### config.mk
export PLATFORM = sky130hd
export DESIGN_NAME = cpu_core
export DESIGN_NICKNAME = d
export VERILOG_FILES = /design/src/cpu_types_pkg.sv /design/src/isa_pkg.sv /design/src/ctrl_if.sv /design/src/alu.sv /design/src/fetch_sequencer.sv /design/src/instruction_decoder.sv /design/src/datapath.sv /design/src/pc_unit.sv /design/src/cpu_core.sv
export VERILOG_INCLUDE_DIRS = /design/src
export SDC_FILE = /design/constraint.sdc
export NUM_CORES = 1
export LEC_CHECK = 0
export ABC_AREA = 1
export BUFFER_PORTS_ARGS = -buffer_cell sky130_fd_sc_hd__buf_2
export CAP_MARGIN = 25
export CORE_MARGIN = 10
export CORE_UTILIZATION = 45
export DETAILED_ROUTE_END_ITERATION = 8
export PLACE_DENSITY_LB_ADDON = 0.25
export SLEW_MARGIN = 40
export SYNTH_ARGS = -nofsm -noshare
export SYNTH_HDL_FRONTEND = slang
export SYNTH_SLANG_ARGS = --single-unit
### constraint.sdc
create_clock -name clock -period 5.45 [get_ports clock]
set_clock_uncertainty 0.2 [all_clocks]
set_input_delay 0.2725 -clock clock [delete_from_list [all_inputs] [get_ports clock]]
set_output_delay 0.2725 -clock clock [all_outputs]
set_load 0.01 [all_outputs]
### src/cpu_consts.svh
`ifndef CPU_CONSTS_SVH
`define CPU_CONSTS_SVH

// datapath and program address widths
`define NIBBLE_W 4
`define ADDR_W 12
`define NUM_REGS 16

// machine cycle timing
`define SUBCYCLES 8
`define SC_STACK 2
`define SC_FETCH_HI 3
`define SC_FETCH_LO 4
`define SC_EXEC 5
`define SC_LAST 7
`define STACK_DEPTH 3

`endif

### src/cpu_types_pkg.sv
`default_nettype none

`include "cpu_consts.svh"

package cpu_types_pkg;

    typedef logic [`NIBBLE_W-1:0] nibble_t;
    typedef logic [`ADDR_W-1:0] addr_t;
    typedef logic [$clog2(`SUBCYCLES)-1:0] subcycle_t;

    typedef enum logic [1:0] {alu_add, alu_pass, alu_rol, alu_ror} alu_op_t;

    // first ALU operand, optionally inverted for SUB and CMA
    typedef enum logic [1:0] {in0_reg, in0_reg_inv, in0_acc, in0_acc_inv} alu_in0_sel_t;
    typedef enum logic [1:0] {in1_zero, in1_acc, in1_one} alu_in1_sel_t;
    typedef enum logic [1:0] {cin_zero, cin_carry, cin_carry_inv, cin_one} alu_cin_sel_t;

    // accumulator and register write sources
    typedef enum logic [1:0] {acc_from_alu, acc_from_reg, acc_from_imm} acc_sel_t;
    typedef enum logic {reg_from_alu, reg_from_acc} reg_sel_t;

    typedef enum logic [1:0] {stack_none, stack_push, stack_pop} stack_op_t;

endpackage

`default_nettype wire

### src/isa_pkg.sv
`default_nettype none

package isa_pkg;

    // high nibble of the instruction word
    typedef enum logic [3:0] {
        op_nop = 4'h0,
        op_jun = 4'h4,
        op_jms = 4'h5,
        op_inc = 4'h6,
        op_add = 4'h8,
        op_sub = 4'h9,
        op_ld  = 4'ha,
        op_xch = 4'hb,
        op_bbl = 4'hc,
        op_ldm = 4'hd,
        op_acc = 4'hf
    } opcode_t;

    // low nibble selects the operation within op_acc
    typedef enum logic [3:0] {
        acc_clb = 4'h0,
        acc_clc = 4'h1,
        acc_iac = 4'h2,
        acc_cmc = 4'h3,
        acc_cma = 4'h4,
        acc_ral = 4'h5,
        acc_rar = 4'h6,
        acc_stc = 4'ha
    } acc_group_t;

    typedef struct packed {
        opcode_t opr;
        cpu_types_pkg::nibble_t opa;
    } inst_t;

endpackage

`default_nettype wire

### src/ctrl_if.sv
`timescale 1ns/100ps
`default_nettype none

interface ctrl_if;
    import cpu_types_pkg::*;

    // single-subcycle strobes, acted on at the edge ending that subcycle
    logic write_acc;
    logic clear_acc;
    logic write_carry;
    logic clear_carry;
    logic write_reg;

    acc_sel_t acc_sel;
    reg_sel_t reg_sel;
    alu_op_t alu_op;
    alu_in0_sel_t in0_sel;
    alu_in1_sel_t in1_sel;
    alu_cin_sel_t cin_sel;

    modport decoder (
        output write_acc, clear_acc, acc_sel,
        output write_carry, clear_carry,
        output write_reg, reg_sel,
        output alu_op, in0_sel, in1_sel, cin_sel
    );

    modport datapath (
        input write_acc, clear_acc, acc_sel,
        input write_carry, clear_carry,
        input write_reg, reg_sel,
        input alu_op, in0_sel, in1_sel, cin_sel
    );

endinterface

`default_nettype wire

### src/alu.sv
`timescale 1ns/100ps
`default_nettype none

`include "cpu_consts.svh"

module alu (
    input  wire cpu_types_pkg::alu_op_t op,
    input  wire cpu_types_pkg::nibble_t in0,
    input  wire cpu_types_pkg::nibble_t in1,
    input  wire                        cin,
    output cpu_types_pkg::nibble_t     result,
    output logic                       cout
);
    import cpu_types_pkg::*;

    logic [`NIBBLE_W:0] sum;

    assign sum = {1'b0, in0} + {1'b0, in1} + {{`NIBBLE_W{1'b0}}, cin};

    always_comb begin
        result = in0;
        cout = cin;
        case (op)
            alu_add: {cout, result} = sum;
            alu_rol: begin
                result = {in0[`NIBBLE_W-2:0], cin};
                cout = in0[`NIBBLE_W-1];
            end
            alu_ror: begin
                result = {cin, in0[`NIBBLE_W-1:1]};
                cout = in0[0];
            end
            // pass keeps the defaults
            default: ;
        endcase
    end

endmodule

`default_nettype wire

### src/fetch_sequencer.sv
`timescale 1ns/100ps
`default_nettype none

`include "cpu_consts.svh"

module fetch_sequencer (
    input  wire                        clock,
    input  wire                        reset,
    input  wire cpu_types_pkg::nibble_t rom_data,
    input  wire                        two_word,
    output cpu_types_pkg::subcycle_t   subcycle,
    output logic                       sync,
    output isa_pkg::inst_t             inst
);
    import cpu_types_pkg::*;
    import isa_pkg::*;

    always_ff @(posedge clock) begin
        if (reset) begin
            subcycle <= '0;
        end else if (subcycle == `SC_LAST) begin
            subcycle <= '0;
        end else begin
            subcycle <= subcycle + 1'b1;
        end
    end

    // active low, marks the last subcycle of every machine cycle
    assign sync = (subcycle != `SC_LAST);

    // the second word of JUN/JMS is an address, so inst keeps the opcode
    always_ff @(posedge clock) begin
        if (reset) begin
            inst <= '{opr: op_nop, opa: '0};
        end else if (!two_word) begin
            if (subcycle == `SC_FETCH_HI) begin
                inst.opr <= opcode_t'(rom_data);
            end else if (subcycle == `SC_FETCH_LO) begin
                inst.opa <= rom_data;
            end
        end
    end

endmodule

`default_nettype wire

### src/instruction_decoder.sv
`timescale 1ns/100ps
`default_nettype none

`include "cpu_consts.svh"

module instruction_decoder (
    input  wire                          clock,
    input  wire                          reset,
    input  wire cpu_types_pkg::subcycle_t subcycle,
    input  wire isa_pkg::inst_t          inst,
    output logic                         two_word,
    output cpu_types_pkg::nibble_t       operand,
    output logic [2:0]                   nibble_write,
    output cpu_types_pkg::stack_op_t     stack_op,
    ctrl_if.decoder                      ctrl
);
    import cpu_types_pkg::*;
    import isa_pkg::*;

    logic two_word_next;
    logic exec;

    assign operand = inst.opa;
    assign exec = (subcycle == `SC_EXEC);

    always_comb begin
        ctrl.write_acc = 1'b0;
        ctrl.clear_acc = 1'b0;
        ctrl.acc_sel = acc_from_alu;
        ctrl.write_carry = 1'b0;
        ctrl.clear_carry = 1'b0;
        ctrl.write_reg = 1'b0;
        ctrl.reg_sel = reg_from_alu;
        ctrl.alu_op = alu_add;
        ctrl.in0_sel = in0_acc;
        ctrl.in1_sel = in1_zero;
        ctrl.cin_sel = cin_zero;
        nibble_write = 3'b000;
        stack_op = stack_none;
        two_word_next = two_word;

        if (two_word) begin
            // in the second machine cycle of JUN/JMS the data carries the target address
            if (exec) begin
                two_word_next = 1'b0;
            end
            case (subcycle)
                `SC_FETCH_HI: nibble_write = 3'b010;
                `SC_FETCH_LO: nibble_write = 3'b001;
                `SC_EXEC:     nibble_write = 3'b100;
                default:      nibble_write = 3'b000;
            endcase
            if (inst.opr == op_jms && subcycle == `SC_STACK) begin
                stack_op = stack_push;
            end
        end else begin
            // inst still holds BBL in subcycle 2 of the following machine cycle
            if (inst.opr == op_bbl && subcycle == `SC_STACK) begin
                stack_op = stack_pop;
            end
            if (exec) begin
                case (inst.opr)
                    op_jun, op_jms: two_word_next = 1'b1;
                    op_inc: begin
                        // carry is left alone
                        ctrl.in0_sel = in0_reg;
                        ctrl.in1_sel = in1_one;
                        ctrl.write_reg = 1'b1;
                    end
                    op_add, op_sub: begin
                        ctrl.in0_sel = (inst.opr == op_sub) ? in0_reg_inv : in0_reg;
                        ctrl.in1_sel = in1_acc;
                        ctrl.cin_sel = (inst.opr == op_sub) ? cin_carry_inv : cin_carry;
                        ctrl.write_acc = 1'b1;
                        ctrl.write_carry = 1'b1;
                    end
                    op_ld: begin
                        ctrl.acc_sel = acc_from_reg;
                        ctrl.write_acc = 1'b1;
                    end
                    op_xch: begin
                        ctrl.acc_sel = acc_from_reg;
                        ctrl.write_acc = 1'b1;
                        ctrl.reg_sel = reg_from_acc;
                        ctrl.write_reg = 1'b1;
                    end
                    op_bbl, op_ldm: begin
                        ctrl.acc_sel = acc_from_imm;
                        ctrl.write_acc = 1'b1;
                    end
                    op_acc: begin
                        case (acc_group_t'(inst.opa))
                            acc_clb: begin
                                ctrl.clear_acc = 1'b1;
                                ctrl.clear_carry = 1'b1;
                            end
                            acc_clc: ctrl.clear_carry = 1'b1;
                            acc_iac: begin
                                ctrl.in1_sel = in1_one;
                                ctrl.write_acc = 1'b1;
                                ctrl.write_carry = 1'b1;
                            end
                            acc_cmc, acc_stc: begin
                                ctrl.alu_op = alu_pass;
                                ctrl.cin_sel = (inst.opa == acc_stc) ? cin_one : cin_carry_inv;
                                ctrl.write_carry = 1'b1;
                            end
                            acc_cma: begin
                                ctrl.alu_op = alu_pass;
                                ctrl.in0_sel = in0_acc_inv;
                                ctrl.write_acc = 1'b1;
                            end
                            acc_ral, acc_rar: begin
                                // rotate through carry
                                ctrl.alu_op = (inst.opa == acc_ral) ? alu_rol : alu_ror;
                                ctrl.cin_sel = cin_carry;
                                ctrl.write_acc = 1'b1;
                                ctrl.write_carry = 1'b1;
                            end
                            default: ;
                        endcase
                    end
                    default: ;
                endcase
            end
        end
    end

    always_ff @(posedge clock) begin
        if (reset) begin
            two_word <= 1'b0;
        end else begin
            two_word <= two_word_next;
        end
    end

endmodule

`default_nettype wire

### src/datapath.sv
`timescale 1ns/100ps
`default_nettype none

`include "cpu_consts.svh"

module datapath (
    input  wire                        clock,
    input  wire                        reset,
    input  wire cpu_types_pkg::nibble_t operand,
    ctrl_if.datapath                   ctrl,
    output cpu_types_pkg::nibble_t     acc,
    output logic                       carry
);
    import cpu_types_pkg::*;

    nibble_t regs [`NUM_REGS];
    nibble_t reg_val;
    nibble_t alu_in0;
    nibble_t alu_in1;
    nibble_t alu_result;
    nibble_t acc_in;
    nibble_t reg_in;
    logic alu_cin;
    logic alu_cout;

    // operand doubles as the register index
    assign reg_val = regs[operand];

    always_comb begin
        case (ctrl.in0_sel)
            in0_reg:     alu_in0 = reg_val;
            in0_reg_inv: alu_in0 = ~reg_val;
            in0_acc_inv: alu_in0 = ~acc;
            default:     alu_in0 = acc;
        endcase
        case (ctrl.in1_sel)
            in1_acc: alu_in1 = acc;
            in1_one: alu_in1 = nibble_t'(1);
            default: alu_in1 = '0;
        endcase
        case (ctrl.cin_sel)
            cin_carry:     alu_cin = carry;
            cin_carry_inv: alu_cin = ~carry;
            cin_one:       alu_cin = 1'b1;
            default:       alu_cin = 1'b0;
        endcase
        case (ctrl.acc_sel)
            acc_from_reg: acc_in = reg_val;
            acc_from_imm: acc_in = operand;
            default:      acc_in = alu_result;
        endcase
        reg_in = (ctrl.reg_sel == reg_from_acc) ? acc : alu_result;
    end

    alu alu_inst (
        .op     (ctrl.alu_op),
        .in0    (alu_in0),
        .in1    (alu_in1),
        .cin    (alu_cin),
        .result (alu_result),
        .cout   (alu_cout)
    );

    // XCH writes both sides from the pre-edge values
    always_ff @(posedge clock) begin
        if (reset) begin
            acc <= '0;
            carry <= 1'b0;
            for (int i = 0; i < `NUM_REGS; i++) begin
                regs[i] <= '0;
            end
        end else begin
            if (ctrl.clear_acc) begin
                acc <= '0;
            end else if (ctrl.write_acc) begin
                acc <= acc_in;
            end
            if (ctrl.clear_carry) begin
                carry <= 1'b0;
            end else if (ctrl.write_carry) begin
                carry <= alu_cout;
            end
            if (ctrl.write_reg) begin
                regs[operand] <= reg_in;
            end
        end
    end

endmodule

`default_nettype wire

### src/pc_unit.sv
`timescale 1ns/100ps
`default_nettype none

`include "cpu_consts.svh"

module pc_unit (
    input  wire                          clock,
    input  wire                          reset,
    input  wire cpu_types_pkg::subcycle_t subcycle,
    input  wire cpu_types_pkg::nibble_t  rom_data,
    input  wire cpu_types_pkg::nibble_t  operand,
    input  wire [2:0]                    nibble_write,
    input  wire cpu_types_pkg::stack_op_t stack_op,
    output cpu_types_pkg::addr_t         rom_addr
);
    import cpu_types_pkg::*;

    localparam int sp_w = $clog2(`STACK_DEPTH);

    addr_t pc;
    addr_t pc_inc;
    addr_t target;
    addr_t popped;
    addr_t stack [`STACK_DEPTH];
    logic target_written;
    logic pop_pending;
    logic [sp_w-1:0] sp;
    logic [sp_w-1:0] sp_up;
    logic [sp_w-1:0] sp_down;

    assign rom_addr = pc;
    assign pc_inc = pc + 1'b1;

    // pointer wraps modulo the stack depth
    assign sp_up = (sp == sp_w'(`STACK_DEPTH - 1)) ? '0 : sp + 1'b1;
    assign sp_down = (sp == '0) ? sp_w'(`STACK_DEPTH - 1) : sp - 1'b1;

    always_ff @(posedge clock) begin
        if (nibble_write[1]) target[7:4] <= rom_data;
        if (nibble_write[0]) target[3:0] <= rom_data;
        if (nibble_write[2]) target[11:8] <= operand;
        if (stack_op == stack_push) stack[sp] <= pc_inc;
        if (stack_op == stack_pop) popped <= stack[sp_down];
    end

    always_ff @(posedge clock) begin
        if (reset) begin
            pc <= '0;
            sp <= '0;
            target_written <= 1'b0;
            pop_pending <= 1'b0;
        end else begin
            if (stack_op == stack_push) begin
                sp <= sp_up;
            end else if (stack_op == stack_pop) begin
                sp <= sp_down;
                pop_pending <= 1'b1;
            end
            if (|nibble_write) begin
                target_written <= 1'b1;
            end
            // jump target beats return address beats increment
            if (subcycle == `SC_LAST) begin
                pc <= target_written ? target : (pop_pending ? popped : pc_inc);
                target_written <= 1'b0;
                pop_pending <= 1'b0;
            end
        end
    end

endmodule

`default_nettype wire

### src/cpu_core.sv
`timescale 1ns/100ps
`default_nettype none

module cpu_core (
    input  wire                        clock,
    input  wire                        reset,
    input  wire cpu_types_pkg::nibble_t rom_data,
    output logic                       sync,
    output cpu_types_pkg::addr_t       rom_addr,
    output cpu_types_pkg::nibble_t     acc,
    output logic                       carry
);
    import cpu_types_pkg::*;
    import isa_pkg::*;

    subcycle_t subcycle;
    inst_t inst;
    logic two_word;
    nibble_t operand;
    logic [2:0] nibble_write;
    stack_op_t stack_op;

    ctrl_if ctrl ();

    fetch_sequencer fetch_sequencer_inst (
        .clock    (clock),
        .reset    (reset),
        .rom_data (rom_data),
        .two_word (two_word),
        .subcycle (subcycle),
        .sync     (sync),
        .inst     (inst)
    );

    instruction_decoder instruction_decoder_inst (
        .clock        (clock),
        .reset        (reset),
        .subcycle     (subcycle),
        .inst         (inst),
        .two_word     (two_word),
        .operand      (operand),
        .nibble_write (nibble_write),
        .stack_op     (stack_op),
        .ctrl         (ctrl.decoder)
    );

    datapath datapath_inst (
        .clock   (clock),
        .reset   (reset),
        .operand (operand),
        .ctrl    (ctrl.datapath),
        .acc     (acc),
        .carry   (carry)
    );

    pc_unit pc_unit_inst (
        .clock        (clock),
        .reset        (reset),
        .subcycle     (subcycle),
        .rom_data     (rom_data),
        .operand      (operand),
        .nibble_write (nibble_write),
        .stack_op     (stack_op),
        .rom_addr     (rom_addr)
    );

endmodule

`default_nettype wire

==> results.md <==
- Run status: completed
- Residual DRC: 0
- CP peak stage delay: 0.42 ns
- Crit Path Max Fanout: 16
- Post-synthesis sequential area ratio: 0.539
- Worst-case clock buffer depth: 2
- Die ar.: 24200 µm²
- Worst slew pin tran: 0.744 ns
- Setup repair after global routing missed its margin: no
- First-pass GRT wire length: 32200 µm
- Antenna Violating Nets Remaining: 0
- Synth Cell Area: 8280 µm²
- Setup Viol. Count Final: 0
- Core area: 18000 µm²
- Worst vdd ir: 0.000236 V
- Fmax: 0.255 GHz
- Synthesized area per cell: 8.97 µm²
- Initial antenna violation count: 0
- Number of enable flip-flop cells after synthesis: 124
- Post-synth top cells: nand2_1 (200), edfxtp_1 (124), inv_1 (103)
- Post-route worst setup slack: 1.53 ns
- Top-count cell post-synth: nand2_1
- Worst path cell trace: nor2_1, nand3_1, o21ai_0, inv_1, ha_1, nand2_1, inv_1, o21bai_1, fa_1, inv_1, fa_1, xnor2_1, o21ai_0, inv_1, nand3_2, nand2_2, nand2_2, o21ai_4, nor2_1
- Area Growth Syn to Fin: 11.3%
- DP Wirelength: 13900 µm
- CP Data Required Time: 5.40 ns
- Clock transition at the registers of the reported paths: 0.07 ns
- Later-pin clock latency in the skew report: 0.43 ns
- Routability cong.: 0.906
- Area share of the largest cell type after synthesis: 0.450
- Arrival time worst endpoint: 3.87 ns
- Asr flop ratio synth: 0
- Die Wd: 156 µm
- Synth area leader: edfxtp_1
- Pre-Repair DR Iteration Count: 5
- Synth Warn #: 0
- Critical path class: reg -> reg
- Synth cell types: 48
- # clock sinks: 161
- Share of cells above drive strength 1: 0.147
- Vias in the first global route: 6120
- Placed cell count: 1149
- CP max-delay cell: dfxtp_1
- Pin count of the biggest net entering global routing: 33
- Ys flop type: edfxtp_1
- H-tree lvl count: 4
- IO Port Bufs: 23
- Final wirelength: 19700 µm
- WL/cell: 16.6 µm
- 1st-iter DRT viols: 550
- Total GRT Usage: 0.165
- Total number of vias: 6304
- IO Count: 24
- Final Max Slew Viols: 0
- Initial Util: 0.459
- CTS Buf Count: 17
- Critical path startpoint category: flop
- Slew headroom: 0.502
- Chip height: 156 µm
- Inserted Diodes: 0
- CTS root buf: clkbuf_16
- Post-route setup TNS: 0 ns
- Post-CTS Setup Bufs: 0
- CP endpoint kind: flop
- Post-route minimum period: 3.92 ns
- Number of cell rows: 49
- Pleak: 3.68 nW
- Critical Path Most Common Cell: inv_1
- Cell area power density: 292 nW/µm²
- Min-delay worst type: in -> reg
- Hold WS: 0.0261 ns
- Overflow after GRT: 0
- Place WS: 1.54 ns
- Fin cells: 1185
- Maximum capacitance violations: 0
- Hold Violations, Final: 0
- Syn Inst Count: 923
- # nets final: 970
- Routed vias/inst: 5.32
- CTS tree: done
- #FFs+latches synth: 161
- Area contributors post-synth: edfxtp_1 (45%), nand2_1 (9.1%), dfxtp_1 (8.9%), inv_1 (4.7%), nor2_1 (4.4%)
- Period utilization: 0.719
- Synthesized net count: 950
stage by stage:
step	total power, mW	cell area, µm²	util
6_report	2.69	9210	0.511
5_1_grt	2.77	9210	0.511
4_1_cts	2.70	9210	0.511
3_5_place_dp	1.49	8570	0.475
3_3_place_gp	1.48	8560	0.475
2_1_floorplan	1.45	8280	-
layout by cell type, fill, tap and decap left out, types with 9 or more instances in the layout:
master       n
nand2_1    199
buf_2       23
nor2_1      96
nand2_2     10
inv_2       22
clkbuf_16   17
ha_1        19
edfxtp_1   124
a21oi_1     62
o21ai_0     61
nand3_2      9
nand3_1     61
dfxtp_1     36
inv_1      102
a21oi_2     10
nor2_2      14
state kept, by name, summed over array words and instances (netlist names), named ones only:
register,count
instruction_decoder_inst.two_word,1
pc_unit_inst.popped,12
pc_unit_inst.stack,36
pc_unit_inst.target_written,1
pc_unit_inst.rom_addr,12
datapath_inst.carry,1
pc_unit_inst.pop_pending,1
fetch_sequencer_inst.inst,8
pc_unit_inst.sp,2
datapath_inst.acc,4
pc_unit_inst.target,12
fetch_sequencer_inst.subcycle,3
datapath_inst.regs,64
worst max-delay path: cells and delay by family, from the launching register on:
| family | cells | cell delay (ns) |
|---|---|---|
| xor+xnor | 1 | 0.14 |
| simple gates | 7 | 1.00 |
| buf+inv | 4 | 0.24 |
| compound gates | 4 | 0.81 |
| fa+ha+maj | 3 | 0.83 |
| flops | 1 | 0.42 |
routing by layer:
layer / part of all wire / wire length, µm / GRT usage
met4: 0.019 / 365 / 0.0606
met1: 0.46 / 9010 / 0.213
met5: 0 / 0 / 0
met3: 0.052 / 1030 / 0.0312
met2: 0.47 / 9310 / 0.271
power breakdown:
| part | leakage, nW | internal (mW) | switching [mW] |
|---|---|---|---|
| clock network | 0.298 | 0.706 | 0.525 |
| registers | 1.48 | 1.34 | 0.0156 |
| logic | 1.90 | 0.0317 | 0.0793 |
| total | 3.68 | 2.07 | 0.620 |
cells by family (layout without fill, tap and decap cells):
logic type,after synthesis,after routing,share of synthesized area
and+or+nand+nor,418,418,0.230
DFF,161,161,0.539
adders and majority gates,21,21,0.0336
xor gates and xnor gates,12,12,0.0127
AOI/OAI and AO/OA,156,156,0.110
buffers and inverters,155,188,0.0750
cell type report:
type	count	area, µm²
fill	1677	8810
clock inverter	13	161
timing repair buffer	32	193
clock buffer	19	443
inverter	124	465
tap	229	287
multi-input combinational	607	3200
sequential	161	4470
final timing paths:
| check | from | end | slack, ns | cells past startpoint |
|---|---|---|---|---|
| max | fetch_sequencer_inst.inst[3] | datapath_inst.regs[15][2] | 1.53 | 19 |
| min | reset | pc_unit_inst.sp[0] | 0.03 | 2 |
| max reg2reg | fetch_sequencer_inst.inst[3] | datapath_inst.regs[15][2] | 1.53 | 19 |
| min reg2reg | fetch_sequencer_inst.subcycle[0] | fetch_sequencer_inst.subcycle[0] | 0.27 | 1 |
timing repair:
| item | CTS | global route |
|---|---|---|
| hold buffers | 4 | 0 |
| resized for setup | 0 | 0 |
| endpoints found under the hold margin | 10 | 0 |
Note: power is estimated with default switching activity, not from simulation.
